## src/rtl/taec_pkg.sv

```systemverilog
package taec_pkg;

	// ----------------------------------------
	// widths and counts
	// ----------------------------------------
	localparam int BYTE_W     = 8;  // ni address/data byte
	localparam int DOUT_W     = 12; // read-back bus to ni
	localparam int NUM_CHAN   = 20; // hv channels
	localparam int CHAN_W     = 5;  // channel or mux index
	localparam int MUX_SEL_W  = 6;  // adc mux select lines
	localparam int NUM_MUX_IN = 24; // valid mux inputs
	localparam int BRD_SEL_W  = 2;  // board-id compare

	// ----------------------------------------
	// command codes, taken from the address phase
	// ----------------------------------------
	typedef enum logic [7:0] {
		CMD_HVON    = 8'h01, // hv supply on/off
		CMD_GAIN    = 8'h02, // threshold gain
		CMD_CHAN_EN = 8'h03, // per-channel enable
		CMD_ADC_MUX = 8'h04, // adc input select
		CMD_RD_STAT = 8'h10, // read status byte
		CMD_RD_HT1  = 8'h11, // read alarms 7:0
		CMD_RD_HT2  = 8'h12, // read alarms 15:8
		CMD_RD_HT3  = 8'h13  // read alarms 19:16 + swin
	} cmd_e;

	// read-back tags, bits 10:8 of dout
	localparam logic [2:0] TAG_STAT  = 3'b001;
	localparam logic [2:0] TAG_ALARM = 3'b011;

	// ----------------------------------------
	// bus types
	// ----------------------------------------
	typedef struct packed {
		logic              en;   // bit 7, enable level
		logic [1:0]        pad;  // unused
		logic [CHAN_W-1:0] chan; // channel number
	} chan_cmd_t;

	// data byte seen raw or as a channel command
	typedef union packed {
		logic [BYTE_W-1:0] raw;
		chan_cmd_t         chan_cmd;
	} bus_byte_t;

	// synchronized bus sample
	typedef struct packed {
		logic      sel;  // board selected
		logic      ale;  // high in address phase
		bus_byte_t data; // address or data byte
	} ni_sample_t;

	// one-cycle command to the consumers
	typedef struct packed {
		logic      valid; // strobe
		cmd_e      code;  // latched address byte
		bus_byte_t data;  // data phase byte
	} cmd_t;

endpackage
```

## src/rtl/ni_bus_capture.sv

```systemverilog
`timescale 1ns/10ps

module ni_bus_capture (
	input  logic                           CLK1,
	input  logic                           rst_i,
	input  logic [taec_pkg::BYTE_W-1:0]    addr_i,      // muxed address/data
	input  logic                           cs_i,        // chip select
	input  logic                           ale_i,       // address latch enable
	input  logic [taec_pkg::BRD_SEL_W-1:0] mod_sel_i,   // module select from ni
	input  logic [taec_pkg::BRD_SEL_W-1:0] brd_id_i,    // strapped board id
	input  logic [taec_pkg::NUM_CHAN-1:0]  ht_i,        // hv comparator trips
	input  logic                           swin_i,      // enclosure switch
	output taec_pkg::ni_sample_t           sample_o,
	output logic                           sel_o,
	output logic [taec_pkg::NUM_CHAN-1:0]  ht_sync_o,
	output logic                           swin_sync_o
);

	import taec_pkg::*;

	logic                cs_q;    // registered chip select
	logic                match_q; // registered board-id match
	logic                ale_q;
	bus_byte_t           data_q;
	logic [NUM_CHAN-1:0] ht_q;
	logic                swin_q;

	// ----------------------------------------
	// single sync stage on every pin
	// ----------------------------------------
	always_ff @(posedge CLK1) begin
		if (rst_i) begin
			cs_q    <= 1'b0;
			match_q <= 1'b0;
			ale_q   <= 1'b0;
			data_q  <= '0;
			ht_q    <= '0;
			swin_q  <= 1'b0;
		end else begin
			cs_q    <= cs_i;
			match_q <= (mod_sel_i == brd_id_i); // id compare, same stage as cs
			ale_q   <= ale_i;
			data_q  <= addr_i;
			ht_q    <= ht_i;
			swin_q  <= swin_i;
		end
	end

	// board is addressed only with cs and id both true
	assign sel_o = cs_q & match_q;

	assign sample_o = '{sel: sel_o, ale: ale_q, data: data_q};

	assign ht_sync_o   = ht_q;
	assign swin_sync_o = swin_q;

endmodule

```

## config.mk

```make
export PLATFORM = sky130hd
export DESIGN_NAME = ni_bus_capture
export DESIGN_NICKNAME = d
export VERILOG_FILES = /design/src/rtl/taec_pkg.sv /design/src/rtl/ni_bus_capture.sv
export SDC_FILE = /design/constraint.sdc
export NUM_CORES = 1
export LEC_CHECK = 0
export BUFFER_PORTS_ARGS = -buffer_cell sky130_fd_sc_hd__buf_2
export CAP_MARGIN = 20
export CORE_MARGIN = 2
export CORE_UTILIZATION = 34
export DETAILED_ROUTE_END_ITERATION = 7
export GPL_ROUTABILITY_DRIVEN = 0
export PLACE_DENSITY = 0.72
export SKIP_LAST_GASP = 1
export SLEW_MARGIN = 10
export SYNTH_ARGS = -nofsm -noshare
export SYNTH_HDL_FRONTEND = slang
export SYNTH_SLANG_ARGS = --single-unit
```

## constraint.sdc

```tcl
create_clock -name CLK1 -period 0.8 [get_ports CLK1]
set_clock_uncertainty 0.1 [all_clocks]
set_input_delay 0.08 -clock CLK1 [delete_from_list [all_inputs] [get_ports CLK1]]
set_output_delay 0.08 -clock CLK1 [all_outputs]
set_load 0.05 [all_outputs]
```

-- Word level (Yosys, flattened, before mapping)
Index checks and enable logic that the tools add are counted.
- equality and inequality tests: 1
- bitwise logic cells: 1
- operators with widths (kind ; number):
    $eq 2x2->1 ; 1
    $and 1x1->1 ; 1
- flip-flop bits (word level): 32
- input bits: 37
- output and inout bits: 32
- word-level logic and storage cells: 8

-- Logic depth before layout (Yosys ltp)
- depth in word-level cells: 1
- mapped depth: 2
- mapped depth without buffers: 2

-- Worst setup path before layout
Ideal clock, no wire load.
- kind: reg2out
- start point: reg cs_q
- end point: out sample_o[9] (netlist name)
- data arrival time: 1.007 ns
- data required time: 0.620 ns
- slack: -0.387 ns
- stages on the path, launching flop included: 3
- path buffers: 1
- path through: dfxtp_1 > and2_1 > buf_4
- cells in the longest elaborated chain, start to end: 1
- ends and longest elaborated chain (what ; line ; RTL):
    start, declared ; ni_bus_capture.sv:21 ; logic cs_q;
    start signal, assigned ; ni_bus_capture.sv:40 ; cs_q <= cs_i;
    $and 1x1->1 ; ni_bus_capture.sv:50 ; assign sel_o = cs_q & match_q;
    end, declared ; ni_bus_capture.sv:13 ; output taec_pkg::ni_sample_t sample_o,
Every way passes these cells.

-- Worst setup path after layout
- start point: reg cs_q
- end point: out sel_o
- cells in the longest elaborated chain, start to end: 1
- ends and longest elaborated chain (what ; line ; RTL):
    $and 1x1->1 ; ni_bus_capture.sv:50 ;
    end, declared ; ni_bus_capture.sv:14 ; output logic sel_o,
Every way passes these cells.

==> impl_metrics.ini <==
[clock_network]
hold_buffers = 31
htree_levels = 2
cts_num_sinks = 32
numCtsBuffers = 5
ctsRootBufferMaster = clkbuf_4
clk_path_buf_depth = 2
cts_tree = yes
path_clk_slew_ns = 0.08
cts_setup_buffers = 0

[timing]
max_freq_mhz = 890
setup_ws_ns = -0.323
hold_violations = 1
period_needed_ns = 1.12
grt_setup_unrepaired = true
holdWs_ns = -0.0596
setup_violations = 32
post-route-period-util_pct = 140
worst_slew_pin_slew_ns = 0.163
slew_headroom_pct = 89.1
slew_violations = 0

[layout]
synthToLayoutAreaGrowth_pct = 115
antennaDiodeCount = 0
layout_commonest_cell = buf_2
most-common-layout-cells = buf_2, dfxtp_2, nor2b_1, dlygate4sd3_1, buf_8
fill_cells = 154
layout.nets = 211
drive_above_1_share_pct = 62.6
final-instance-count-excl-fill = 204
post-route-cell-area_sq_um = 1960

[placement]
placed_cells = 166
place_ws_ns = -0.0558
post_dp_cell_area_sq_um = 1270
dp_hpwl_mm = 1.33
io_buffer_count = 68

[floorplan]
rows = 18
initial_core_util_pct = 36.4
core_area_sq_um = 2500
die-area_sq_um = 3110
io_pins = 69
die_width_um = 55.7
die_h_um = 55.7

[synthesis]
seq_area_frac_synth_pct = 70.4
ys_ff_latch = 32
netlist_area_sq_um = 910
synthCells = 72
avgSynthCellArea_sq_um = 12.6
synth.yosys.warnings = 0
syn-num-nets = 109
ys_types = 7

[pwr]
seqPwrFrac_pct = 51.7
cellInternalPower_mw = 2.44
leakage_nw = 0.891
ir_drop_v = 0.00150
combPwrFrac_pct = 24.6
power.share.switching_pct = 28.0
switching_power_uw = 947
cellPowerDensity_nw_per_um2 = 1730
clkPwrFrac_pct = 23.7

[routing]
routed_via_density = 4.17
route.detailed.drc = 0
totalWireLength_mm = 2.51
first_iter_violations = 7
wire_per_inst_um = 12.3
final_antenna_net_count = 0
vias = 851
detailedRoute.firstPassIterationCount = 3

[min_path]
min_path_type = in -> reg

[global_route]
grt_pass1_vias = 931
grt_max_degree = 33
overflow = 0
grt_util_all_layers_pct = 17.3
grt_pass1_wl_mm = 3.95
antenna_found_initial = 0

[status]
violations = negative hold slack, negative setup slack
status = finished with violations

[worst_setup_path]
crit_buf_inv = 1
critPathLaunchType = register
crit_type = reg -> out
critPathMaxStageDelay_ns = 0.32
cp-end-kind = output pin
crit_required_ns = 0.62
arrival_ns = 0.94
crit_fanout = 2
crit_slowest_cell = dfxtp_2
cpLargestDelayFamily = flip-flops
path_cells = and2_4, buf_8

[flow_run]
cap_violations = 0
through the flow:
step	power [mW]	hold slack, ns	setup TNS, ns	utilization, %
floorplan	2.13	0.0516	-0.0728	-
global placement	2.28	0.187	-0.0788	50.8
detailed placement	2.29	0.192	-0.110	50.8
CTS	3.39	-0.0612	-6.53	76.7
global route	3.54	-0.0547	-7.19	78.4
finish	3.38	-0.0596	-6.09	78.4
logic make-up (layout without fill, tap and decap cells):
kind of cell / count (synthesis) / count (layout) / synth area share (%)
xor+xnor: 2 / 2 / 1.93
buf+inv: 5 / 107 / 4.54
simple gates: 33 / 33 / 23.1
flops: 32 / 32 / 70.4
cell type report:
type                       instances  area, sq um  share of cell area (%)
timing repair buffer             100          965                    49.2
sequential                        32          681                    34.7
clock buffer                       6         41.3                    2.11
multi-input combinational         35          230                    11.7
tap                               30         37.5                    1.92
clock inverter                     1         5.00                   0.255
state kept, by name, summed over array words and instances (netlist names):
signal,flops
ht_sync_o,20
data_q,8
ale_q,1
cs_q,1
match_q,1
swin_sync_o,1
synth_stat cells (all sizes together):
| master | number | area, sq um |
|---|---|---|
| buf | 5 | 41.3 |
| xor2 | 2 | 17.5 |
| nor2b | 31 | 194 |
| dfxtp | 32 | 641 |
| and2 | 1 | 6.26 |
| nor3 | 1 | 10.0 |
path summary, 6_finish.rpt:
kind                          from  endpoint  cells after the start
worst max-delay path          cs_q     sel_o                      2
worst min-delay path  mod_sel_i[0]   match_q                      3
per-layer routing:
metal	GRT usage (%)	vias up	part of all wire, %
met2	32.5	45	56
met3	8.37	9	10
met1	14.2	381	31
li1	-	416	-
met4	10.5	0	3.1
met5	0	-	0
repair_timing:
action / 4_1_cts / 5_1_grt
hold endpoints to repair: 32 / 1
resized for setup: 109 / 12
pin swaps: 1 / 0
setup endpoints to repair: 32 / 32
power groups by stage:
stage	clock network [mW]	logic [mW]	registers [mW]
final	0.803	0.832	1.75
after global routing	0.913	0.871	1.76
after CTS	0.842	0.803	1.74
after detailed placement	0	0.560	1.73
after global placement	0	0.553	1.73
after floorplan	0	0.115	2.01
(Power assumes the default switching activity.)
