==> config.mk <==
export PLATFORM = sky130hd
export DESIGN_NAME = sense_ctrl
export DESIGN_NICKNAME = d
export VERILOG_FILES = /design/src/rtl/taec_pkg.sv /design/src/rtl/sense_ctrl.sv
export SDC_FILE = /design/constraint.sdc
export NUM_CORES = 1
export LEC_CHECK = 0
export ABC_AREA = 1
export BUFFER_PORTS_ARGS = -buffer_cell sky130_fd_sc_hd__buf_2
export CAP_MARGIN = 20
export CORE_MARGIN = 1
export CORE_UTILIZATION = 40
export DETAILED_ROUTE_END_ITERATION = 8
export GPL_ROUTABILITY_DRIVEN = 1
export GPL_TIMING_DRIVEN = 0
export PLACE_DENSITY = 0.74
export SLEW_MARGIN = 20
export SYNTH_ARGS = -nofsm -noshare
export SYNTH_HDL_FRONTEND = slang
export SYNTH_SLANG_ARGS = --single-unit
==> constraint.sdc <==
create_clock -name CLK1 -period 0.95 [get_ports CLK1]
set_input_delay 0 -clock CLK1 [delete_from_list [all_inputs] [get_ports CLK1]]
set_output_delay 0 -clock CLK1 [all_outputs]
set_load 0.02 [all_outputs]
==> src/rtl/taec_pkg.sv <==
package taec_pkg;

	// ----------------------------------------
	// widths and counts
	// ----------------------------------------
	localparam int BYTE_W     = 8;  // ni address/data byte
	localparam int DOUT_W     = 12; // read-back bus to ni
	localparam int NUM_CHAN   = 20; // hv channels
	localparam int CHAN_W     = 5;  // channel or mux index
	localparam int MUX_SEL_W  = 6;  // adc mux select lines
	localparam int NUM_MUX_IN = 24; // valid mux inputs
	localparam int BRD_SEL_W  = 2;  // board-id compare

	// ----------------------------------------
	// command codes, taken from the address phase
	// ----------------------------------------
	typedef enum logic [7:0] {
		CMD_HVON    = 8'h01, // hv supply on/off
		CMD_GAIN    = 8'h02, // threshold gain
		CMD_CHAN_EN = 8'h03, // per-channel enable
		CMD_ADC_MUX = 8'h04, // adc input select
		CMD_RD_STAT = 8'h10, // read status byte
		CMD_RD_HT1  = 8'h11, // read alarms 7:0
		CMD_RD_HT2  = 8'h12, // read alarms 15:8
		CMD_RD_HT3  = 8'h13  // read alarms 19:16 + swin
	} cmd_e;

	// read-back tags, bits 10:8 of dout
	localparam logic [2:0] TAG_STAT  = 3'b001;
	localparam logic [2:0] TAG_ALARM = 3'b011;

	// ----------------------------------------
	// bus types
	// ----------------------------------------
	typedef struct packed {
		logic              en;   // bit 7, enable level
		logic [1:0]        pad;  // unused
		logic [CHAN_W-1:0] chan; // channel number
	} chan_cmd_t;

	// data byte seen raw or as a channel command
	typedef union packed {
		logic [BYTE_W-1:0] raw;
		chan_cmd_t         chan_cmd;
	} bus_byte_t;

	// synchronized bus sample
	typedef struct packed {
		logic      sel;  // board selected
		logic      ale;  // high in address phase
		bus_byte_t data; // address or data byte
	} ni_sample_t;

	// one-cycle command to the consumers
	typedef struct packed {
		logic      valid; // strobe
		cmd_e      code;  // latched address byte
		bus_byte_t data;  // data phase byte
	} cmd_t;

endpackage
==> src/rtl/sense_ctrl.sv <==
`timescale 1ns/10ps

module sense_ctrl (
	input  logic                           CLK1,
	input  logic                           rst_i,
	input  taec_pkg::cmd_t                 cmd_i,
	output logic                           hi_gain_o, // high gain when set
	output logic [taec_pkg::MUX_SEL_W-1:0] mux_sel_o, // adc mux select lines
	output logic [taec_pkg::CHAN_W-1:0]    mux_idx_o  // index actually applied
);

	import taec_pkg::*;

	logic                 gain_wr;
	logic                 mux_wr;
	logic [CHAN_W-1:0]    idx_raw;   // requested index
	logic [CHAN_W-1:0]    idx_app;   // index after range check
	logic                 hi_gain_q;
	logic [MUX_SEL_W-1:0] mux_sel_q;
	logic [CHAN_W-1:0]    mux_idx_q;

	// one-hot mux chip in 5:3, reversed channel in 2:0
	function automatic logic [MUX_SEL_W-1:0] mux_entry(input logic [CHAN_W-1:0] idx);
		mux_entry = {3'b001 << idx[4:3], ~idx[2:0]};
	endfunction

	assign gain_wr = cmd_i.valid && (cmd_i.code == CMD_GAIN);
	assign mux_wr  = cmd_i.valid && (cmd_i.code == CMD_ADC_MUX);
	assign idx_raw = cmd_i.data.raw[CHAN_W-1:0];
	assign idx_app = (idx_raw < NUM_MUX_IN) ? idx_raw : '0; // spare codes fall to 0

	always_ff @(posedge CLK1) begin
		if (rst_i) begin
			hi_gain_q <= 1'b0;         // low gain
			mux_idx_q <= '0;
			mux_sel_q <= mux_entry('0); // 6'b001111
		end else begin
			if (gain_wr) begin
				hi_gain_q <= cmd_i.data.raw[0];
			end
			if (mux_wr) begin
				mux_idx_q <= idx_app;
				mux_sel_q <= mux_entry(idx_app);
			end
		end
	end

	assign hi_gain_o = hi_gain_q;
	assign mux_sel_o = mux_sel_q;
	assign mux_idx_o = mux_idx_q;

endmodule

; ---- Word level (Yosys, flattened, before mapping)
; Index checks and enable logic that the tools add are counted.
[totals]
output_inout_bits = 12
elab_cells = 11
register_bits = 12
[op_classes]
eq_ne = 2
bitwise_logic = 1
n_lt_le_gt_ge = 1
n_reduce_logical = 2
shift = 1
n_mux = 1
[op_table]
columns = operator, n
row1 = equality test 8 x 2 -> 1 bit (second input constant), 1
row2 = equality test 8 x 3 -> 1 bit (second input constant), 1
row3 = < comparator 5 bit (second input constant), 1
row4 = 2-to-1 mux 5 bit, 1
row5 = NOT 3 bit, 1
row6 = << shifter 1 x 2 -> 3 bit (first input constant), 1
row7 = logical AND 1 bit, 2

; ---- Logic depth before layout (Yosys ltp)
[depth]
word_depth = 3
ltp_mapped = 7

; ---- Least setup slack after synthesis
; No wires, ideal clock.
[synth_timing]
kind = register to register
startpoint = register mux_idx_o[3] (netlist name)
endpoint = register mux_idx_q[3] (netlist: mux_idx_o[3])
setup_slack_ps = 297
arrival_ps = 589
path_stages_with_launch = 3
setup_time_ps = 64
required_time_ps = 886
cell_sequence = dfxtp_1 -> nor2_1 -> nor2_1
[synth_rtl]
columns = item, line_no
row1 = end signal: assignment, sense_ctrl.sv:42  ; mux_idx_q <= idx_app;
row2 = end: declaration, sense_ctrl.sv:20  ; logic [CHAN_W-1:0] mux_idx_q;

==> results.yml <==
detailed_routing:
  first_pass_iters: 4
  antenna_left: 0
  viasPerCell: 4.31
  routed_wl_um: 1030
  drt-wirelength-per-cell_um: 8.39
  drc: 0
  vias: 530
  first_iter_violations: 11
pwr:
  power_uw: 907
  p_leak_uw: 0.000426
  irDropWorstVdd_v: 0.00110
  p_per_area_nw_per_um2: 1240
global_route:
  gr-total-overflow: 0
  grt_usage_pct: 16.6
  grt_max_degree: 11
  antenna_found_initial: 0
  grt_first_pass_wirelength_um: 1600
  grt_pass1_vias: 431
floorplanning:
  rows: 12
  die-height_um: 38.8
  start_util_pct: 45.8
  core-area_sq_um: 1190
  die_width_um: 38.8
  dieArea_sq_um: 1510
  io_pins: 31
timing:
  worst_slack_ns: 0.0875
  hold_viol: 0
  slew_viol_final: 0
  setup_viol: 0
  fmax_ghz: 1.16
  hold_slack_ns: 0.0702
  rsz0062_at_grt: "false"
  tns_ns: 0
  min_period_over_period_pct: 90.8
  finClkSkew_ns: 0
  relSlewSlack_pct: 83.8
  finalCriticalPeriod_ns: 0.863
  tightest_slew_ns: 0.242
yosys:
  synth-simple-area-share_pct: 43.5
  ys_types: 14
  synth_area_leaders: "dfxtp_1, nand2_1, nand3_1"
  synth_compound_area_share_pct: 0.922
  synthMuxAreaShare_pct: 0
  synth_xor_area_share_pct: 0
  synth.avg_cell_area_sq_um: 6.96
  ys_seq_area_share_pct: 36.9
  synthAdderAreaFrac_pct: 6.91
  synth_area_sq_um: 543
  synth-seq-cells: 10
  synth_top_area_share_pct: 36.9
  synth_top_cell_by_area: "dfxtp_1"
  synth_top_family_by_area: "simple AND/OR/NAND/NOR gates"
  synthesis.instances: 78
  syn_nets: 100
  yosysWarnings: 0
critical_path:
  crit_path_start_kind: "flop"
  arrival_ns: 0.86
  critPathKind: "reg -> out"
  crit_fanout: 3
  endpoint_kind: "primary output"
  required_ns: 0.95
cells_and_area:
  nets: 132
  post_route_cells_drive_above_1_share_pct: 39.4
  syn_to_final_growth_pct: 34.8
  num_antenna_cells: 0
clock_tree:
  cts.sinks: 10
  cts-root-buf: "clkbuf_4"
  cts_resized: 0
  hold_buffers: 0
  clkTransAtPathRegs_ns: 0.07
  insertion_delay_ns: 0.27
  clockBufferDepth: 2
  cts.htree.levels: 1
  cts_buffers: 3
  postCtsSetupBuffers: 0
  cts_tree: "built"
place:
  hpwl_um: 850
  gp_congestion: 0.765
  numPortBuffers: 27
  place_ws_ns: 0.115
outcome:
  outcome: "finished clean"
min_path:
  hold_class: "in -> reg"
flow_run:
  maxCapViolations: 0
## sequential cells by signal, indices dropped and copies added (netlist names)
| register | count |
|---|---|
| mux_sel_o | 5 |
| hi_gain_o | 1 |
| mux_idx_o | 4 |
## layout make-up
type / count / area (sq um)
clock buffers: 4 / 36.3
fillers: 123 / 454
plain buffers: 2 / 15.0
multi-input cells: 53 / 279
flip-flops and latches: 10 / 200
inverters: 13 / 48.8
repair buffers: 27 / 135
well taps: 14 / 17.5
## synth_stat cells, drive strengths merged
master / number
nand3: 11
a21oi: 1
inv: 12
nor2: 18
nand2: 20
ha: 3
buf: 2
dfxtp: 10
clkinv: 1
## final timing paths
check | start | end | slack [ns] | cells past startpoint
max | mux_idx_o[3] | mux_sel_o[4] | 0.09 | 2
min | cmd_i[0] | hi_gain_o | 0.07 | 5
max reg2reg | hi_gain_o | hi_gain_o | 0.34 | 2
min reg2reg | mux_sel_o[1] | mux_sel_o[1] | 0.46 | 2
## report_power, final
group | total, uW | internal [uW] | switching [uW]
sequential | 420 | 420 | 0.450
combinational | 99.7 | 42.6 | 57.2
clock | 387 | 233 | 154
total | 907 | 695 | 212
## worst max-delay path, cell delays in order (launching register included)
cell	delay, ns
dfxtp_1	0.34
buf_4	0.10
buf_2	0.14
## cells by family (layout without fill, tap and decap cells)
logic type               count (synthesis)  after routing
adder cells (fa/ha/maj)                  3              3
flip-flops                              10             10
AND/OR/NAND/NOR                         49             49
buffers and inverters                   15             46
AO/OA/AOI/OAI                            1              1
## placed cells by master, fill, tap and decap left out
cell / Yosys / routed
buf_2: 0 / 27
nand2_1: 17 / 17
nor2_1: 13 / 13
nand3_1: 11 / 11
inv_1: 10 / 10
dfxtp_1: 10 / 10
nand2_2: 3 / 3
nor2_2: 3 / 3
ha_1: 3 / 3
clkbuf_4: 0 / 3
inv_2: 2 / 2
buf_4: 2 / 2
nor2_4: 1 / 1
nor2_8: 1 / 1
clkinv_1: 1 / 1
a21oi_1: 1 / 1
clkbuf_8: 0 / 1
## layer usage
| layer | vias to the layer above | wire length (um) | GRT usage, % |
|---|---|---|---|
| met5 | - | 0 | 0 |
| li1 | 294 | - | - |
| met2 | 18 | 479 | 27.5 |
| met4 | 0 | 0 | 5.17 |
| met3 | 0 | 76 | 10.4 |
| met1 | 218 | 477 | 17.1 |
## per-stage QoR
stage          instance area, sq um  util (%)  instances
2_1_floorplan                   543         -         78
3_3_place_gp                    696      58.6        119
3_5_place_dp                    696      58.6        119
4_1_cts                         732      61.7        123
5_1_grt                         732      61.7        123
6_report                        732      61.7        123
No activity file was read; power rests on OpenSTA's default activity.
