--- config.mk ---
export PLATFORM = sky130hd
export DESIGN_NAME = hv_channel_ctrl
export DESIGN_NICKNAME = d
export VERILOG_FILES = /design/src/rtl/taec_pkg.sv /design/src/rtl/hv_channel_ctrl.sv
export SDC_FILE = /design/constraint.sdc
export NUM_CORES = 1
export LEC_CHECK = 0
export BUFFER_PORTS_ARGS = -buffer_cell sky130_fd_sc_hd__buf_4
export CAP_MARGIN = 25
export CORE_MARGIN = 10
export CORE_UTILIZATION = 50
export CTS_BUF_LIST = sky130_fd_sc_hd__clkbuf_4 sky130_fd_sc_hd__clkbuf_8 sky130_fd_sc_hd__clkbuf_16
export CTS_CLUSTER_SIZE = 16
export DETAILED_ROUTE_END_ITERATION = 8
export GPL_TIMING_DRIVEN = 0
export PLACE_DENSITY_LB_ADDON = 0.2
export REMOVE_ABC_BUFFERS = 1
export SETUP_SLACK_MARGIN = 0.15
export SLEW_MARGIN = 20
export SYNTH_ARGS = -nofsm -noshare
export SYNTH_HDL_FRONTEND = slang
export SYNTH_SLANG_ARGS = --single-unit
--- constraint.sdc ---
create_clock -name CLK1 -period 2.5 [get_ports CLK1]
set_clock_uncertainty 0.05 [all_clocks]
set_input_delay 0.125 -clock CLK1 [delete_from_list [all_inputs] [get_ports CLK1]]
set_output_delay 0.125 -clock CLK1 [all_outputs]
set_load 0.05 [all_outputs]
--- src/rtl/taec_pkg.sv ---
package taec_pkg;

	// ----------------------------------------
	// widths and counts
	// ----------------------------------------
	localparam int BYTE_W     = 8;  // ni address/data byte
	localparam int DOUT_W     = 12; // read-back bus to ni
	localparam int NUM_CHAN   = 20; // hv channels
	localparam int CHAN_W     = 5;  // channel or mux index
	localparam int MUX_SEL_W  = 6;  // adc mux select lines
	localparam int NUM_MUX_IN = 24; // valid mux inputs
	localparam int BRD_SEL_W  = 2;  // board-id compare

	// ----------------------------------------
	// command codes, taken from the address phase
	// ----------------------------------------
	typedef enum logic [7:0] {
		CMD_HVON    = 8'h01, // hv supply on/off
		CMD_GAIN    = 8'h02, // threshold gain
		CMD_CHAN_EN = 8'h03, // per-channel enable
		CMD_ADC_MUX = 8'h04, // adc input select
		CMD_RD_STAT = 8'h10, // read status byte
		CMD_RD_HT1  = 8'h11, // read alarms 7:0
		CMD_RD_HT2  = 8'h12, // read alarms 15:8
		CMD_RD_HT3  = 8'h13  // read alarms 19:16 + swin
	} cmd_e;

	// read-back tags, bits 10:8 of dout
	localparam logic [2:0] TAG_STAT  = 3'b001;
	localparam logic [2:0] TAG_ALARM = 3'b011;

	// ----------------------------------------
	// bus types
	// ----------------------------------------
	typedef struct packed {
		logic              en;   // bit 7, enable level
		logic [1:0]        pad;  // unused
		logic [CHAN_W-1:0] chan; // channel number
	} chan_cmd_t;

	// data byte seen raw or as a channel command
	typedef union packed {
		logic [BYTE_W-1:0] raw;
		chan_cmd_t         chan_cmd;
	} bus_byte_t;

	// synchronized bus sample
	typedef struct packed {
		logic      sel;  // board selected
		logic      ale;  // high in address phase
		bus_byte_t data; // address or data byte
	} ni_sample_t;

	// one-cycle command to the consumers
	typedef struct packed {
		logic      valid; // strobe
		cmd_e      code;  // latched address byte
		bus_byte_t data;  // data phase byte
	} cmd_t;

endpackage
--- src/rtl/hv_channel_ctrl.sv ---
`timescale 1ns/10ps

module hv_channel_ctrl (
	input  logic                          CLK1,
	input  logic                          rst_i,
	input  taec_pkg::cmd_t                cmd_i,
	input  logic [taec_pkg::NUM_CHAN-1:0] ht_sync_i, // synchronized trips
	output logic                          hvon_o,    // hv supply enable
	output logic [taec_pkg::NUM_CHAN-1:0] chan_en_o, // channel enables, active high
	output logic [taec_pkg::NUM_CHAN-1:0] alarm_o    // latched trip per channel
);

	import taec_pkg::*;

	logic                hvon_q;
	logic [NUM_CHAN-1:0] en_q;
	logic [NUM_CHAN-1:0] alarm_q;
	logic                hvon_wr;   // hv supply write
	logic                chan_wr;   // channel write, any channel
	logic [NUM_CHAN-1:0] wr_sel;    // one-hot channel written
	logic [NUM_CHAN-1:0] wr_en;     // channels written with en high
	logic [NUM_CHAN-1:0] trip;      // trip on an enabled channel
	logic [NUM_CHAN-1:0] en_next;
	logic [NUM_CHAN-1:0] alarm_next;

	assign hvon_wr = cmd_i.valid && (cmd_i.code == CMD_HVON);
	assign chan_wr = cmd_i.valid && (cmd_i.code == CMD_CHAN_EN);

	// ----------------------------------------
	// channel write decode
	// ----------------------------------------
	always_comb begin
		wr_sel = '0;
		if (chan_wr && (cmd_i.data.chan_cmd.chan < NUM_CHAN)) begin
			wr_sel[cmd_i.data.chan_cmd.chan] = 1'b1; // out of range drops out
		end
	end

	assign wr_en = wr_sel & {NUM_CHAN{cmd_i.data.chan_cmd.en}};
	assign trip  = ht_sync_i & en_q; // only live channels can trip

	// trip beats a same-cycle write
	always_comb begin
		en_next    = ((en_q & ~wr_sel) | wr_en) & ~trip;
		alarm_next = (alarm_q & ~wr_en) | trip; // re-enable clears alarm
	end

	// ----------------------------------------
	// state
	// ----------------------------------------
	always_ff @(posedge CLK1) begin
		if (rst_i) begin
			hvon_q  <= 1'b0; // supply off
			en_q    <= '0;   // all channels off
			alarm_q <= '0;
		end else begin
			if (hvon_wr) begin
				hvon_q <= cmd_i.data.raw[0]; // level in bit 0
			end
			en_q    <= en_next;
			alarm_q <= alarm_next;
		end
	end

	assign hvon_o    = hvon_q;
	assign chan_en_o = en_q;
	assign alarm_o   = alarm_q;

endmodule

== After elaboration in Yosys (flattened, before gate mapping) ==
Index checks and enable logic that the tools add are counted.

* Register bits after elaboration: 41
* Input bits: 39
* Output and inout bits: 41
* Logic and storage cells: 25

* Magnitude comparators: 3
* Equality and inequality tests: 2
* Muxes and demuxes: 3
* Bitwise gates (word level): 10
* Reduce and logical (&&, ||, !) cells: 4

{| class="wikitable"
|+ Operator list
! kind !! number
|-
| 20-bit AND || 5
|-
| 20-bit inverter || 3
|-
| 20-bit bitwise OR || 2
|-
| 20-bit two-way mux || 1
|-
| 8-bit by 1-bit == test with 1-bit output (second input constant) || 1
|-
| 8-bit by 2-bit == test with 1-bit output (second input constant) || 1
|-
| 5-bit by 6-bit less-than comparator with 1-bit output (second input constant) || 1
|-
| 1-bit demux with 5-bit select || 1
|-
| 5-bit by 1-bit >= comparator with 1-bit output (second input constant) || 1
|-
| 5-bit less-than comparator (second input constant) || 1
|-
| 1-bit logical AND || 4
|-
| 1-bit two-way mux || 1
|}

== Logic depth before layout (Yosys ltp) ==
* Depth in word-level cells: 9
* Mapped depth: 6
* Gate-level depth less buffers: 4

== Worst setup path after synthesis ==
Ideal clock, no wire load.

* Kind: input to register
* From: in cmd_i[2] (netlist bit)
* To: reg en_q[12] (netlist: chan_en_o[12])
* Library setup time: 0.119 ns
* Arrival time: 1.189 ns
* Required time: 2.331 ns
* Slack: 1.142 ns
* Cell stages on the path: 5
* Path buffers: 2
* Cell sequence: buf_2 o21ai_1 nand4_1 buf_2 o221a_2

* Word-level cells in the longest chain between the ends: 9
* Elaborated cells between the ends (all ways): 13
* Classes of those cells: 3 x order compare; 3 x mux; 5 x bitwise; 2 x reduce/logical

{| class="wikitable"
|+ Ends and longest elaborated chain
! item !! line !! text
|-
| start, declared || hv_channel_ctrl.sv:6 || <nowiki>input taec_pkg::cmd_t cmd_i,</nowiki>
|-
| 5-bit by 6-bit less-than comparator with 1-bit output (not written as such) or 5-bit by 1-bit >= comparator with 1-bit output (tied branches) || hv_channel_ctrl.sv:35 || <nowiki>wr_sel[cmd_i.data.chan_cmd.chan] = 1'b1;</nowiki>
|-
| 1-bit logical AND (not written as such) || hv_channel_ctrl.sv:35 ||
|-
| 1-bit two-way mux (not written as such) || hv_channel_ctrl.sv:35 ||
|-
| 1-bit demux with 5-bit select || hv_channel_ctrl.sv:35 ||
|-
| 20-bit two-way mux (*) || hv_channel_ctrl.sv:34 || <nowiki>if (chan_wr && (cmd_i.data.chan_cmd.chan < NUM_CHAN)) begin</nowiki>
|-
| 20-bit inverter || hv_channel_ctrl.sv:44 || <nowiki>en_next = ((en_q & ~wr_sel) | wr_en) & ~trip;</nowiki>
|-
| 20-bit AND || hv_channel_ctrl.sv:44 ||
|-
| 20-bit bitwise OR (*) || hv_channel_ctrl.sv:44 ||
|-
| 20-bit AND (*) || hv_channel_ctrl.sv:44 ||
|-
| end signal, assigned || hv_channel_ctrl.sv:60 || <nowiki>en_q <= en_next;</nowiki>
|-
| end, declared || hv_channel_ctrl.sv:16 || <nowiki>logic [NUM_CHAN-1:0] en_q;</nowiki>
|}

Mark *: on every way between the ends. The rest lies on a longest branch, timed or not.
A chain may end at the register's enable or synchronous reset.

== Worst setup path in the final report ==
* From: in cmd_i[11] (netlist bit)
* To: reg alarm_q[2] (netlist: alarm_o[2])

* Word-level cells in the longest chain between the ends: 8

{| class="wikitable"
|+ Ends and longest elaborated chain
! item !! line !! text
|-
| 8-bit by 2-bit == test with 1-bit output || hv_channel_ctrl.sv:27 || <nowiki>assign chan_wr = cmd_i.valid && (cmd_i.code == CMD_CHAN_EN);</nowiki>
|-
| 1-bit logical AND || hv_channel_ctrl.sv:27 ||
|-
| 1-bit logical AND || hv_channel_ctrl.sv:34 ||
|-
| 20-bit two-way mux || hv_channel_ctrl.sv:34 ||
|-
| 20-bit AND || hv_channel_ctrl.sv:39 || <nowiki>assign wr_en = wr_sel & {NUM_CHAN{cmd_i.data.chan_cmd.en}};</nowiki>
|-
| 20-bit inverter || hv_channel_ctrl.sv:45 || <nowiki>alarm_next = (alarm_q & ~wr_en) | trip;</nowiki>
|-
| 20-bit AND || hv_channel_ctrl.sv:45 ||
|-
| 20-bit bitwise OR || hv_channel_ctrl.sv:45 ||
|-
| end signal, assigned || hv_channel_ctrl.sv:61 || <nowiki>alarm_q <= alarm_next;</nowiki>
|-
| end, declared || hv_channel_ctrl.sv:17 || <nowiki>logic [NUM_CHAN-1:0] alarm_q;</nowiki>
|}

Every way passes these cells.

==> reports/qor.yml <==
tritoncts_num_sinks: 41
finalHoldViolations: 0
grt_max_degree: 42
yosysUniqueCellTypes: 26
setup.worst_path.class: "in2reg"
share_of_power_burned_in_the_clock_network_pct: 37.1
setup.worst_path.end_class: "flop"
cts_tree: "yes"
kind_of_launch_point_of_the_worst_setup_path: "input port"
design.die.area_mm2: 0.006398
unrepaired_setup_endpoints_after_global_routing: "no"
worst-r2r-setup-slack_ps: 1620
worst_ep_arrival_time_ps: 1790
cts_root_buf: "clkbuf_4"
timing.rr.end: "chan_en_o[10]$_SDFF_PP0_"
core_footprint_mm2: 0.003416
wl_per_cell_um: 16.91
viasPerCell: 5.486
ant_nets: 0
insertion_delay_of_the_later_clocked_pin_in_the_worst_skew_pair_ps: 350
cts-htree-levels: 2
port_buffers: 77
antenna-diode-count: 0
report.final.setup_viol: 0
netSwitchingPower_mw: 0.2691
synth_largest_area_cell: "dfxtp_1"
reg2regPathDepth: 2
worst_slew_margin_rel_pct: 50.10
tightest_slew_ps: 746.2
dp_hpwl_um: 4115
placedCellCount: 318
dieWidth_um: 79.99
p_leak_nw: 1.093
rows: 21
crit_required_ps: 2670
gp_routability_congestion: 0.7738
final_min_period_over_clock_period_pct: 64.85
totalWireLength_um: 5852
ctsLongestPathBuffers: 2
cts.repair.resized: 0
netlist_top_cells_area: "dfxtp_1 (46%), o221a_2 (12%), a21oi_1 (11%)"
num_io_pins: 80
timing.rr.start: "chan_en_o[10]$_SDFF_PP0_"
hold_path_class: "in2reg"
route.detailed.drc: 0
synth_sequential_area_ratio_pct: 45.62
cts-hold-fix-buffers: 20
vdd_ir_max_mv: 0.3442
synth_cells: 208
final_common_cell: "buf_4"
postCtsSetupRepairBufs: 0
post_synth_instance_area_mm2: 0.001799
cts-buffers-inserted: 5
finalMaxSlewViolations: 0
grtUsageTotal_pct: 18.09
layout.nets: 338
final_cell_mix: "buf_4 (77), dfxtp_1 (41), a21oi_1 (40)"
pre_cts_ws_ps: 512.5
share_of_power_burned_in_registers_pct: 52.5
chipHeight_um: 79.99
switching_share_pct: 21.63
power.combinational.fraction_pct: 10.4
drive_above_1_share_pct: 36.67
flop_and_latch_count_out_of_synthesis: 41
first_pass_grt_wire_length_um: 9328
setup_total_negative_slack_ps: 0
run_status: "finished clean"
max_clock_freq_ghz: 0.6168
gr-total-overflow: 0
timing.critical_path.to: "alarm_o[2]$_SDFF_PP0_"
hold_depth: 3
synth-warning-count: 0
cellInternalPower_mw: 0.9747
synthDominantCellAreaShare_pct: 45.62
power.density_mw_per_mm2: 466.3
syn2layout_area_growth_pct: 48.26
drt_first_iter_violations: 112
grt_pass1_vias: 1989
antenna_found_initial: 0
finalWorstPathRequiredPeriod_ps: 1621
cts.reportedPaths.clkPinSlew_ps: 110
synthesis.area_per_instance_um2: 8.650
critPathLaunch: "cmd_i[11]"
floorplan.initialDensity_pct: 52.67
cap_violations: 0
final_critical_path_setup_slack_ps: 878.7
vias: 1898
post_layout_nonfiller_instances: 346
drt_first_pass_iters: 4
cp_max_fo: 15
-- critical path, stage by stage --
cell	delay, ps
buf_4	120
nor4b_4	360
nand4_1	660
o21ai_0	420
a21oi_1	100
-- per-stage QoR --
stage          instance area (um^2)  hold WS [ps]  total power [mW]  utilization, %
3_5_place_dp                   2379         343.1            0.7694           69.63
6_report                       2668         4.109             1.244           78.10
2_1_floorplan                  1743         144.1            0.6963               -
5_1_grt                        2668         12.46             1.290           78.10
3_3_place_gp                   2379         337.5            0.7673           69.63
4_1_cts                        2668         4.684             1.248           78.10
-- registers in the layout, indices dropped and copies added (netlist names) --
signal and count:
hvon_o 1, chan_en_o 20, alarm_o 20
-- how the worst min path moves through the flow --
stage,start,endpoint,slack [ps]
2_1_floorplan,rst_i,alarm_o[0]$_SDFF_PP0_,140
3_3_place_gp,ht_sync_i[9],alarm_o[9]$_SDFF_PP0_,340
3_5_place_dp,ht_sync_i[7],alarm_o[7]$_SDFF_PP0_,340
4_1_cts,cmd_i[0],hvon_o$_SDFFE_PP0P_,5
5_1_grt,cmd_i[0],hvon_o$_SDFFE_PP0P_,10
6_report,cmd_i[0],hvon_o$_SDFFE_PP0P_,4
-- per-layer routing --
layer | vias up | share of wire, % | GRT usage, %
met4 | 0 | 0.99 | 5.634
met2 | 67 | 50 | 31.86
met5 | - | 0 | 0
li1 | 948 | - | -
met3 | 6 | 8.9 | 7.320
met1 | 877 | 40 | 19.17
-- cell usage after synthesis --
cell,count
dfxtp_1,41
a21oi_1,40
nand2_1,24
nor2_1,22
o21ai_0,20
o221a_2,19
clkbuf_1,7
buf_2,6
nand4_1,4
or2_2,3
and3b_1,2
nand2b_1,2
nand3_1,2
nand3b_1,2
nor3b_1,2
nor4b_4,2
and3_1,1
mux2i_1,1
nand4b_1,1
nor3_1,1
o211a_1,1
o21ai_1,1
o21bai_1,1
or2_1,1
or3_1,1
or3b_2,1
-- final cells by class --
type | instances | area, um^2
Fill cell | 255 | 748.2
Sequential cell | 41 | 820.8
Tap cell | 46 | 57.56
Timing Repair Buffer | 97 | 778.2
Multi-Input combinational cell | 154 | 922.1
Clock inverter | 1 | 30.03
Clock buffer | 7 | 58.81
-- cell families (layout without fill, tap and decap cells) --
kind of cell,after synthesis,count (layout),share of synthesized area (%)
and+or+nand+nor,71,71,20.86
buffers and inverters,13,105,3.130
AOI/OAI and AO/OA,82,82,29.83
muxes,1,1,0.5564
DFF,41,41,45.62
-- power by group through the flow --
stage	combinational (mW)	sequential, mW	clock, mW
floorplan	0.0283	0.668	0
global placement	0.0995	0.668	0
detailed placement	0.102	0.668	0
CTS	0.128	0.653	0.468
global route	0.141	0.653	0.496
finish	0.129	0.653	0.461
Power figures use the tool's default switching activity.
