File: config.mk
export PLATFORM = sky130hd
export DESIGN_NAME = ni_cmd_decode
export DESIGN_NICKNAME = d
export VERILOG_FILES = /design/src/rtl/taec_pkg.sv /design/src/rtl/ni_cmd_decode.sv
export SDC_FILE = /design/constraint.sdc
export NUM_CORES = 1
export LEC_CHECK = 0
export ABC_AREA = 1
export BUFFER_PORTS_ARGS = -buffer_cell sky130_fd_sc_hd__buf_2
export CELL_PAD_IN_SITES_DETAIL_PLACEMENT = 1
export CELL_PAD_IN_SITES_GLOBAL_PLACEMENT = 2
export CORE_ASPECT_RATIO = 1.75
export CORE_MARGIN = 1
export CORE_UTILIZATION = 32
export CTS_CLUSTER_DIAMETER = 80
export DETAILED_ROUTE_END_ITERATION = 10
export PLACE_DENSITY = 0.72
export SETUP_SLACK_MARGIN = 0.4
export SYNTH_ARGS = -nofsm -noshare
export SYNTH_HDL_FRONTEND = slang
export SYNTH_SLANG_ARGS = --single-unit
File: constraint.sdc
create_clock -name CLK1 -period 2.3 [get_ports CLK1]
set_clock_uncertainty 0.2 [all_clocks]
set_input_delay 0.23 -clock CLK1 [delete_from_list [all_inputs] [get_ports CLK1]]
set_output_delay 0.23 -clock CLK1 [all_outputs]
set_load 0.01 [all_outputs]
File: src/rtl/taec_pkg.sv
package taec_pkg;

	// ----------------------------------------
	// widths and counts
	// ----------------------------------------
	localparam int BYTE_W     = 8;  // ni address/data byte
	localparam int DOUT_W     = 12; // read-back bus to ni
	localparam int NUM_CHAN   = 20; // hv channels
	localparam int CHAN_W     = 5;  // channel or mux index
	localparam int MUX_SEL_W  = 6;  // adc mux select lines
	localparam int NUM_MUX_IN = 24; // valid mux inputs
	localparam int BRD_SEL_W  = 2;  // board-id compare

	// ----------------------------------------
	// command codes, taken from the address phase
	// ----------------------------------------
	typedef enum logic [7:0] {
		CMD_HVON    = 8'h01, // hv supply on/off
		CMD_GAIN    = 8'h02, // threshold gain
		CMD_CHAN_EN = 8'h03, // per-channel enable
		CMD_ADC_MUX = 8'h04, // adc input select
		CMD_RD_STAT = 8'h10, // read status byte
		CMD_RD_HT1  = 8'h11, // read alarms 7:0
		CMD_RD_HT2  = 8'h12, // read alarms 15:8
		CMD_RD_HT3  = 8'h13  // read alarms 19:16 + swin
	} cmd_e;

	// read-back tags, bits 10:8 of dout
	localparam logic [2:0] TAG_STAT  = 3'b001;
	localparam logic [2:0] TAG_ALARM = 3'b011;

	// ----------------------------------------
	// bus types
	// ----------------------------------------
	typedef struct packed {
		logic              en;   // bit 7, enable level
		logic [1:0]        pad;  // unused
		logic [CHAN_W-1:0] chan; // channel number
	} chan_cmd_t;

	// data byte seen raw or as a channel command
	typedef union packed {
		logic [BYTE_W-1:0] raw;
		chan_cmd_t         chan_cmd;
	} bus_byte_t;

	// synchronized bus sample
	typedef struct packed {
		logic      sel;  // board selected
		logic      ale;  // high in address phase
		bus_byte_t data; // address or data byte
	} ni_sample_t;

	// one-cycle command to the consumers
	typedef struct packed {
		logic      valid; // strobe
		cmd_e      code;  // latched address byte
		bus_byte_t data;  // data phase byte
	} cmd_t;

endpackage
File: src/rtl/ni_cmd_decode.sv
`timescale 1ns/10ps

module ni_cmd_decode (
	input  logic                 CLK1,
	input  logic                 rst_i,
	input  taec_pkg::ni_sample_t sample_i, // synchronized bus sample
	output taec_pkg::cmd_t       cmd_o     // one-cycle command
);

	import taec_pkg::*;

	logic      addr_ph;   // address phase this cycle
	logic      data_ph;   // data phase this cycle
	logic      fire;      // first data after an address
	logic      armed_q;   // address seen, data pending
	cmd_e      code_q;    // latched command code
	logic      valid_q;
	cmd_e      out_code_q;
	bus_byte_t out_data_q;

	assign addr_ph = sample_i.sel & sample_i.ale;
	assign data_ph = sample_i.sel & ~sample_i.ale;
	assign fire    = data_ph & armed_q;

	// ----------------------------------------
	// control, arm and strobe
	// ----------------------------------------
	always_ff @(posedge CLK1) begin
		if (rst_i) begin
			armed_q <= 1'b0;
			valid_q <= 1'b0;
		end else begin
			valid_q <= fire; // high one cycle only
			if (addr_ph) begin
				armed_q <= 1'b1; // new address re-arms
			end else if (fire) begin
				armed_q <= 1'b0; // later data bytes ignored
			end
		end
	end

	// ----------------------------------------
	// payload, qualified by valid_q
	// ----------------------------------------
	always_ff @(posedge CLK1) begin
		if (addr_ph) begin
			code_q <= cmd_e'(sample_i.data.raw); // address byte = command
		end
		if (fire) begin
			out_code_q <= code_q;
			out_data_q <= sample_i.data; // current data byte
		end
	end

	// unknown codes pass through, each consumer picks its own
	assign cmd_o = '{valid: valid_q, code: out_code_q, data: out_data_q};

endmodule

Word-level counts from Yosys, hierarchy flattened
Index checks and enable logic that the tools add are counted.
{"block": "word_totals", "output_inout_bits": 17, "wordCells": 12, "in_bits": 12, "reg_bits": 26}
{"block": "op_classes", "n_mux": 2, "bitwise_logic": 4, "reduce_logical": 1}
{"op": "$and A1 B1 Y1", "n": 3}
{"op": "$mux W1", "n": 2}
{"op": "$reduce_bool A2 Y1", "n": 1}
{"op": "$not A1 Y1", "n": 1}

Longest topological paths before layout
Gate-level depths: netlist of run 1.
{"block": "logic_depth", "depth_word": 5, "ltp_mapped": 3, "depth_no_buf": 3}

Least setup slack after synthesis of run 1
OpenSTA, ideal clock, no wires.
{"block": "synth_path", "path_kind": "register to register", "startpoint": "register armed_q", "endpoint": "register out_code_q[0], enable pin", "n_path_buf": 0, "required_ps": 1711, "setup_time_ps": 389, "stages_incl_launch_ff": 3, "synth_period_minus_slack_ps": 1655, "slack_ps": 645, "arrival_ps": 1066, "path_cell_list": "dfxtp_1 nand2_1 nor2_1"}
{"block": "synth_via", "elab_chain_cells": 1}
{"item": "start, declared", "line_no": "ni_cmd_decode.sv:15", "source": "logic armed_q;"}
{"item": "start signal, assigned", "line_no": "ni_cmd_decode.sv:30", "source": "armed_q <= 1'b0;"}
{"item": "start signal, assigned", "line_no": "ni_cmd_decode.sv:35", "source": "armed_q <= 1'b1;"}
{"item": "start signal, assigned", "line_no": "ni_cmd_decode.sv:37", "source": "armed_q <= 1'b0;"}
{"item": "$and A1 B1 Y1", "line_no": "ni_cmd_decode.sv:23", "source": "assign fire = data_ph & armed_q;"}
{"item": "named net fire", "line_no": "ni_cmd_decode.sv:14", "source": "logic fire;"}
{"item": "end signal, assigned", "line_no": "ni_cmd_decode.sv:50", "source": "out_code_q <= code_q;"}
{"item": "end, declared", "line_no": "ni_cmd_decode.sv:18", "source": "cmd_e out_code_q;"}
The timed path passes the listed nets, and every way through them passes these cells.
A chain may end at the register's enable or synchronous reset.

Final worst setup path of run 1
{"block": "layout_path", "startpoint": "input port sample_i[8] in the netlist's numbering", "endpoint": "register out_data_q[7] in the netlist's numbering, enable pin"}
{"block": "layout_via", "elab_chain_cells": 3}
{"item": "start, declared", "line_no": "ni_cmd_decode.sv:6", "source": "input taec_pkg::ni_sample_t sample_i,"}
{"item": "$not A1 Y1", "line_no": "ni_cmd_decode.sv:22", "source": "assign data_ph = sample_i.sel & ~sample_i.ale;"}
{"item": "$and A1 B1 Y1", "line_no": "ni_cmd_decode.sv:22"}
{"item": "$and A1 B1 Y1", "line_no": "ni_cmd_decode.sv:23"}
{"item": "named net fire", "line_no": "ni_cmd_decode.sv:14"}
{"item": "end signal, assigned", "line_no": "ni_cmd_decode.sv:51", "source": "out_data_q <= sample_i.data;"}
{"item": "end, declared", "line_no": "ni_cmd_decode.sv:19", "source": "bus_byte_t out_data_q;"}
The timed path passes the listed nets, and every way through them passes these cells.

==> results of run 1 <==
==> worst max-delay path by stage <==
stage / to / start / slack [ps] / cells after the start
after global placement: out_code_q[4]$_DFFE_PP_ / sample_i[9] / 1070 / 4
after CTS: out_code_q[2]$_DFFE_PP_ / sample_i[8] / 810 / 4
after global routing: code_q[5]$_DFFE_PP_ / sample_i[8] / 760 / 4
after detailed placement: out_code_q[0]$_DFFE_PP_ / sample_i[9] / 1030 / 4
after floorplan: out_code_q[0]$_DFFE_PP_ / armed_q$_SDFFE_PP0P_ / 650 / 2
final: out_data_q[7]$_DFFE_PP_ / sample_i[8] / 800 / 4
==> repair_timing <==
action / 4_1_cts / 5_1_grt
endpoints found under the hold margin: 18 / 0
gates resized for setup: 0 / 0
hold buffers: 10 / 0
==> through the flow <==
step	hold slack, ps	util (%)	power (mW)	setup WS, ps	area (µm²)
6_report	42.8	47.9	0.823	804	1120
5_1_grt	64.5	47.9	0.862	756	1120
4_1_cts	35.2	47.9	0.834	812	1120
3_5_place_dp	207	41.7	0.574	1030	972
3_3_place_gp	201	41.7	0.571	1070	972
2_1_floorplan	99.1	-	0.555	645	801
==> state kept, by name, summed over array words and instances, names as in the netlist <==
signal      flops
out_code_q      8
out_data_q      8
valid_q         1
code_q          8
armed_q         1
==> power groups by stage <==
| stage | sequential [mW] | combinational (mW) | clock [mW] |
|---|---|---|---|
| floorplan | 0.548 | 0.00612 | 0 |
| global placement | 0.546 | 0.0246 | 0 |
| detailed placement | 0.548 | 0.0261 | 0 |
| CTS | 0.537 | 0.0392 | 0.258 |
| global route | 0.538 | 0.0435 | 0.280 |
| finish | 0.536 | 0.0390 | 0.248 |
==> metal layers <==
layer | wire length [µm] | part of all wire (%) | up-vias | global-route usage [%]
met5 | 0 | 0 | - | 0
met3 | 71 | 5.5 | 0 | 2.27
met2 | 704 | 54 | 18 | 18.0
met1 | 516 | 40 | 217 | 14.4
met4 | 0 | 0 | 0 | 3.88
li1 | - | - | 213 | -
==> cells by family (layout without fill, tap and decap cells) <==
group                  count (synthesis)  in the layout  share of synthesized area, %
DFF                                   26             26                          95.0
AOI/OAI and AO/OA                      1              1                         0.624
buffers and inverters                  3             45                          1.88
and+or+nand+nor                        5              5                          2.50
==> final cells by class <==
type | count | area, µm²
clock inverter | 1 | 3.75
inverter | 2 | 7.51
fill | 226 | 1210
clock buffer | 3 | 41.3
timing repair buffer | 39 | 248
multi-input combinational | 6 | 25.0
sequential | 26 | 761
tap | 25 | 31.3
==> cell usage after synthesis <==
master	instances
edfxtp_1	24
nand2_1	3
dfxtp_1	2
inv_1	2
a21oi_1	1
buf_4	1
nor2_1	1
nor3_1	1
==> worst register-to-register path: stages (launching register included) <==
cell and delay, ps:
dfxtp_1 340, nand2_1 70, nor2_1 90, buf_4 250
==> metrics, run 1 <==
fin crit share 65.0%; Arr. time, crit path 1250 ps; die area 0.00271 mm²; worst r2r path cells 3; outcome finished clean; Clk Latency, worst-skew pair 260 ps; root buf cell clkbuf_8; Pre-Repair DR Iteration Count 3; Detailed Route WL 1.29 mm; Worst Max-Slew Pin Slew 325 ps; TritonCTS clock tree yes; initial DRC count 15; CP Max Fanout 16; WP data required 2060 ps; Comb pwr share 4.7%; Pwr Density 737 mW/mm²; Final Setup Violations 0; vias per cell 4.39; slowest CP cell dlygate4sd3_1; synth top area cells edfxtp_1 90%, dfxtp_1 5.0%, nand2_1 1.4%, buf_4 0.94%, inv_1 0.94%; Distinct cells, synth 8; CP Class input pin to flip-flop; Clock transition at path regs 80 ps; clk sink count 26; global-route wire length before repair 2.06 mm; DRC viols 0; H-tree Lvls 1; GPL Wtd Cong 0.686; core area 0.00233 mm²; most common cell after layout, fill and taps aside buf_2; RR Endpoint out_data_q[7]$_DFFE_PP_; non-filler cells, final 102; syn_nets 47; register area share after synthesis 95.0%; Die Y 68.2 µm; dpl cells 88; Rows 23; DR vias 448; share of cells above drive strength 1 41.6%; hold endpoint armed_q$_SDFFE_PP0P_; Final ANT Viol Nets 0; leakage 0.440 nW; sequential share of power 65.2%; crit-path cells dlygate4sd3_1, buf_2, nor2_1, buf_4; area grow syn2layout 39.5%; Post-DP HPWL 885 µm; Tot GR Track Use 11.1%; post-CTS setup buffers 0; Syn Inst Count 35; number of global-route vias before repair 447; Ports 29; CP delay by family, top buffers and inverters; pin count of the biggest net entering global routing 17; Worst Hold Class input pin to flip-flop; Max Cap Viol 0; setup TNS 0 ps; most frequent cells in the layout 28 x buf_2, 24 x edfxtp_1, 10 x dlygate4sd3_1; fin. max-slew vios 0; hold path start sample_i[9]; initial antenna violation count 0; Setup crit end kind flip-flop; WP buf/inv 3; top-area cell type share of the netlist area 90.0%; Slew headroom 78.3%; synthesized area 801 µm²; Initial Util 34.4%; Critical Path Start Type input pin; number of buffers created by CTS 3; flop-to-flop setup slack 1060 ps; RSZ-0062 raised after global routing false; number of port buffers 28; fmax 669 MHz; Nets 90; Wirelength per Cell 12.7 µm; fin crit period 1500 ps; grt total ovfl 0; Inserted Diodes 0; DIE WIDTH 39.8 µm; Net Sw Frac 18.2%; Hold Violations, Final 0; maximum vdd drop 417 µV; clock network power share 30.1%; Yosys top cell by area edfxtp_1; hold path depth 4; slowest stage delay, CP 540 ps; Power Internal 674 µW; flops & latches, synth 26; Max Root-Sink Buffers 2; Syn Area/Cell 22.9 µm²; Sw Pwr 150 µW; YS warnings 0; R2R Path Start armed_q$_SDFFE_PP0P_
No activity file was read; power rests on OpenSTA's default activity.
==> inputs of run 2 (changes only) <==
==> constraint.sdc (replaced) <==
create_clock -name CLK1 -period 1.5 [get_ports CLK1]
set_clock_uncertainty 0.2 [all_clocks]
set_input_delay 0.15 -clock CLK1 [delete_from_list [all_inputs] [get_ports CLK1]]
set_output_delay 0.15 -clock CLK1 [all_outputs]
set_load 0.01 [all_outputs]
==> run 2 against run 1 <==
Against the previous run: the run now ends with hold timing left; clock power grew 77%; flip-flop and latch count is the same; global-route usage grew 1.2 points; die area is the same; total power grew 62%; setup slack lost 490 ps; combinational power grew 84%.
==> metrics, run 2 (same netlist as run 1, synthesis figures left out) <==
RSZ-0062 raised after global routing true; fin. max-slew vios 0 (unchanged); Final Setup Violations 0 (unchanged); fin crit share 79.2%; Post-CTS Hold Fix Bufs 12 (+2); die area 0.00271 mm² (unchanged); hold_ws -20.0 ps (-62.8 ps); Die Y 68.2 µm (unchanged); initial antenna violation count 0 (unchanged); Max Root-Sink Buffers 2 (unchanged); Tot GR Track Use 12.4% (+1.2 points); WP data required 1290 ps (-770 ps); slowest stage delay, CP 340 ps (-200 ps); Core Util, Final 51.2% (+3.2 points); Worst Hold Class input pin to flip-flop; CP delay by family, top flip-flops; post-route cell area 0.00119 mm² (+6.7%); pin count of the biggest net entering global routing 15 (-2); leakage 0.473 nW (+7.5%); number of port buffers 28 (unchanged); core area 0.00233 mm² (unchanged); non-filler cells, final 106 (+3.9%); Detailed Route WL 1.40 mm (+8.0%); maximum vdd drop 719 µV (+73%); area grow syn2layout 48.9%; Final ANT Viol Nets 0 (unchanged); Worst Max-Slew Pin Slew 324 ps (-0.712 ps); setup TNS 0 ps (unchanged); slowest CP cell dfxtp_2; DR vias 467 (+4.2%); placed instance area 976 µm² (+0.39%); Pwr Density 1120 mW/mm² (+52%); number of buffers created by CTS 3 (unchanged); H-tree Lvls 1 (unchanged); DIE WIDTH 39.8 µm (unchanged); WP buf/inv 1 (-2); Pre-Repair DR Iteration Count 2 (-1); Hold Violations, Final 1 (+1); Ports 29 (unchanged); total power 1.33 mW (+62%); CP Max Fanout 4 (-12); Clock transition at path regs 80 ps (about the same); Setup crit end kind flip-flop; most common cell after layout, fill and taps aside buf_2; Max Cap Viol 0 (unchanged); fmax 842 MHz; Wirelength per Cell 13.2 µm (+4.0%); root buf cell clkbuf_8; GPL Wtd Cong 0.683 (-0.41%); Rows 23 (unchanged); Arr. time, crit path 980 ps (-270 ps); vias per cell 4.41 (+0.31%); outcome finished with violations; Clk Latency, worst-skew pair 270 ps (about the same); global-route wire length before repair 2.11 mm (+2.3%); initial DRC count 2 (-13); most frequent cells in the layout 28 x buf_2, 24 x edfxtp_1, 11 x dlygate4sd3_1; DRC viols 0 (unchanged); failing checks hold timing; Slew headroom 78.4% (about the same); top flop regs code_q: 8 flops, out_code_q: 8 flops, out_data_q: 8 flops; flop-to-flop setup slack 310 ps (-750 ps); dpl cells 87 (-1.1%); grt total ovfl 0 (unchanged); Critical Path Start Type flip-flop; fillers 248 (+9.7%); Nets 94 (+4.4%); crit-path cells nand2_2, nor2_4, buf_4; Initial Util 34.4% (unchanged); TritonCTS clock tree yes; clk sink count 26 (unchanged); share of cells above drive strength 1 48.1% (+6.6 points); number of global-route vias before repair 496 (+11%); CP Class flip-flop to flip-flop; fin crit period 1190 ps; Inserted Diodes 0 (unchanged); pre-CTS setup slack 119 ps (-916 ps); post-route setup slack 312 ps (-492 ps)
[run 2: cell types whose count changed in the layout (fill, tap and decap cells not counted), sizes merged]
| cell | change |
|---|---|
| dlymetal6s4s | +1 |
| buf | +2 |
| clkinv | -1 |
| clkbuf | +1 |
| dlygate4sd3 | +1 |
[run 2: area by class of cell]
type	instances	area, µm²	area share [%]
tap	25	31.3	2.62
inverter	2	7.51	0.630
clock buffer	4	55.1	4.62
timing repair buffer	43	298	25.0
multi-input combinational	6	38.8	3.25
sequential	26	762	63.9
[run 2: final timing paths]
| check | start | endpoint | cells past startpoint |
|---|---|---|---|
| setup reg to reg | armed_q$_SDFFE_PP0P_ | out_data_q[1]$_DFFE_PP_ | 3 |
| setup / recovery | armed_q$_SDFFE_PP0P_ | out_data_q[1]$_DFFE_PP_ | 3 |
| hold reg to reg | code_q[6]$_DFFE_PP_ | out_code_q[6]$_DFFE_PP_ | 0 |
| hold / removal | sample_i[9] | valid_q$_SDFF_PP0_ | 3 |
[run 2: routing by layer]
layer  share of wire, %  vias to the layer above  wire [µm]  track usage [%]
li1                   -                      221          -                -
met1                 33                      216        456             11.7
met2                 58                       26        812             21.9
met3                7.4                        4        103             3.25
met4                1.7                        0         24             7.76
met5                  0                        -          0                0
[run 2: power by group]
part,total [mW],internal [mW],switching [mW]
Clock,0.439,0.234,0.204
Sequential,0.823,0.817,0.00587
Combinational,0.0717,0.0409,0.0308
[run 2: worst reg2reg max path, stage by stage, from the launching register on]
cell     delay (ps)
dfxtp_2         340
nand2_2          70
nor2_4          140
buf_4           160
[run 2: timing repair]
action	CTS	global route
pin swaps	1	0
gates resized for setup	0	2
endpoints found under the setup margin	32	33
endpoints found under the hold margin	18	1
setup buffers	3	0
==> inputs of run 3 (changes only) <==
--- a/config.mk
+++ b/config.mk
@@ -11,10 +11,10 @@
 export CELL_PAD_IN_SITES_GLOBAL_PLACEMENT = 2
 export CORE_ASPECT_RATIO = 1.75
 export CORE_MARGIN = 1
-export CORE_UTILIZATION = 32
+export CORE_UTILIZATION = 29
 export CTS_CLUSTER_DIAMETER = 80
 export DETAILED_ROUTE_END_ITERATION = 10
-export PLACE_DENSITY = 0.72
+export PLACE_DENSITY = 0.69
 export SETUP_SLACK_MARGIN = 0.4
 export SYNTH_ARGS = -nofsm -noshare
 export SYNTH_HDL_FRONTEND = slang
==> constraint.sdc (replaced) <==
create_clock -name CLK1 -period 1 [get_ports CLK1]
set_clock_uncertainty 0.2 [all_clocks]
set_input_delay 0.1 -clock CLK1 [delete_from_list [all_inputs] [get_ports CLK1]]
set_output_delay 0.1 -clock CLK1 [all_outputs]
set_load 0.01 [all_outputs]
==> run 3 against run 2 <==
Against the previous run: die area is 9.9% higher; critical path depth did not move; critical endpoint is now out_data_q[4]$_DFFE_PP_; global-route usage decreased by 2.3 points; non-clock buffer count shrank 9; utilization is 6.6 points lower; via count down 5.8%; fmax up 0.77%; cell count down 8.5%; sequential share of layout area up 3.1 points; the flow finishes with violations (hold timing, setup timing); clock power up 25%; register-to-register slack worse by 490 ps.
==> metrics, run 3 (same netlist as run 1, synthesis figures left out) <==
CP delay by family, top flip-flops; number of buffers created by CTS 3 (unchanged); crit-path cells nand2_2, nor2_4, buf_12; placed instance area 0.00104 mm² (+6.2%); Core Util, Final 44.6% (-6.6 points); grt total ovfl 0 (unchanged); R2R Path Start armed_q$_SDFFE_PP0P_; clk sink count 26 (unchanged); Setup crit end kind flip-flop; hold endpoint armed_q$_SDFFE_PP0P_; Multi-input gate area 60.1 µm² (+55%); fin. max-slew vios 0 (unchanged); total power 1.89 mW (+42%); die area 0.00298 mm² (+9.9%); DR vias 440 (-5.8%); TritonCTS clock tree yes; DRC viols 0 (unchanged); Slew headroom 91.8% (+13 points); worst r2r path cells 3 (unchanged); GPL Wtd Cong 0.608 (-11%); H-tree Lvls 1 (unchanged); core area 0.00255 mm² (+9.5%); initial DRC count 6 (+4); DIE WIDTH 41.7 µm (+4.8%); outcome finished with violations; Max Cap Viol 0 (unchanged); RR Endpoint out_data_q[4]$_DFFE_PP_; Final ANT Viol Nets 0 (unchanged); post-route cell area 0.00114 mm² (-4.6%); root buf cell clkbuf_8; slowest CP cell dfxtp_2; fin crit period 1180 ps (-9.11 ps); number of global-route vias before repair 489 (-1.4%); Pre-Repair DR Iteration Count 4 (+2); fillers 254 (+2.4%); maximum vdd drop 850 µV (+18%); Hold Violations, Final 18 (+17); hold path depth 2 (-1); slowest stage delay, CP 340 ps (about the same); Die Y 71.5 µm (+4.9%); most frequent cells in the layout 26 x buf_2, 24 x edfxtp_1, 3 x clkbuf_8, 3 x buf_4, 3 x buf_6; CP Max Fanout 16 (+12); vias per cell 4.54 (+3.0%); post-route setup slack -178 ps (-491 ps); Tot GR Track Use 10.0% (-2.3 points); Wirelength per Cell 14.1 µm (+6.9%); Worst Hold Class input pin to flip-flop; hold_ws -189 ps (-169 ps); Inserted Diodes 0 (unchanged); WP buf/inv 1 (unchanged); Post-DP HPWL 1.01 mm; fin crit share 118% (+39 points); failing checks hold timing, setup timing; top flop regs code_q: 8 flops, out_code_q: 8 flops, out_data_q: 8 flops; share of cells above drive strength 1 62.0% (+14 points); most common cell after layout, fill and taps aside buf_2; number of port buffers 28 (unchanged); global-route wire length before repair 2.19 mm (+3.9%); hold path start rst_i; Arr. time, crit path 950 ps (-30 ps); Rows 24 (+4.3%); Final Setup Violations 33 (+33); Nets 85 (-9.6%); leakage 0.435 nW (-8.0%); area grow syn2layout 42.0%; Detailed Route WL 1.37 mm (-2.1%); RSZ-0062 raised after global routing true; Pwr Density 1660 mW/mm² (+48%); fmax 849 MHz (+0.77%); Max Root-Sink Buffers 2 (unchanged); initial antenna violation count 0 (unchanged); WP data required 770 ps (-520 ps); pin count of the biggest net entering global routing 17 (+2); Clk Latency, worst-skew pair 260 ps (about the same); Reg area 762 µm² (unchanged); Critical Path Start Type flip-flop; Clock transition at path regs 80 ps (about the same); Ports 29 (unchanged); Worst Max-Slew Pin Slew 122 ps (-202 ps); CP Class flip-flop to flip-flop; Initial Util 31.4% (-3.0 points); flop-to-flop setup slack -180 ps (-490 ps)
run 3: cell type report:
| cell class | instances | share of cell area (%) |
|---|---|---|
| clock buffers | 3 | 3.63 |
| inverters | 2 | 1.76 |
| multi-input cells | 6 | 5.28 |
| flip-flops and latches | 26 | 67.0 |
| well taps | 26 | 2.86 |
| repair buffers | 34 | 19.5 |
run 3: metrics by stage:
step                      setup WS (ps)  TNS, ps  instances
after floorplan                    -225    -3600         35
after global placement             -146    -2330         91
after detailed placement           -166    -2660         91
after CTS                          -172    -4160         97
after global routing               -208    -5130         97
final                              -178    -3970         97
run 3: per-layer routing:
metal  global-route usage (%)  wire [µm]  share of wire (%)  vias to the layer above
li1                         -          -                  -                      201
met1                     9.97        462                 34                      219
met2                     18.9        826                 60                       18
met3                     1.76         65                4.8                        2
met4                     5.38         12               0.88                        0
met5                        0          0                  0                        -
run 3: power by group:
group,internal [mW],switching (mW)
registers,1.23,0.00923
clock network,0.268,0.280
logic,0.0510,0.0523
run 3: worst max path at each step:
stage,startpoint,endpoint,depth (start not counted)
finish,armed_q$_SDFFE_PP0P_,out_data_q[4]$_DFFE_PP_,3
global route,armed_q$_SDFFE_PP0P_,out_data_q[5]$_DFFE_PP_,3
CTS,armed_q$_SDFFE_PP0P_,out_code_q[3]$_DFFE_PP_,3
detailed placement,armed_q$_SDFFE_PP0P_,out_code_q[3]$_DFFE_PP_,3
global placement,armed_q$_SDFFE_PP0P_,out_data_q[2]$_DFFE_PP_,3
floorplan,armed_q$_SDFFE_PP0P_,out_code_q[0]$_DFFE_PP_,2
run 3: timing repair:
action                                  CTS  global route
pin swaps                                 3             1
hold endpoints to repair                 18            18
resized for setup                         6             3
buffers inserted                          3             0
endpoints found under the setup margin   51            51
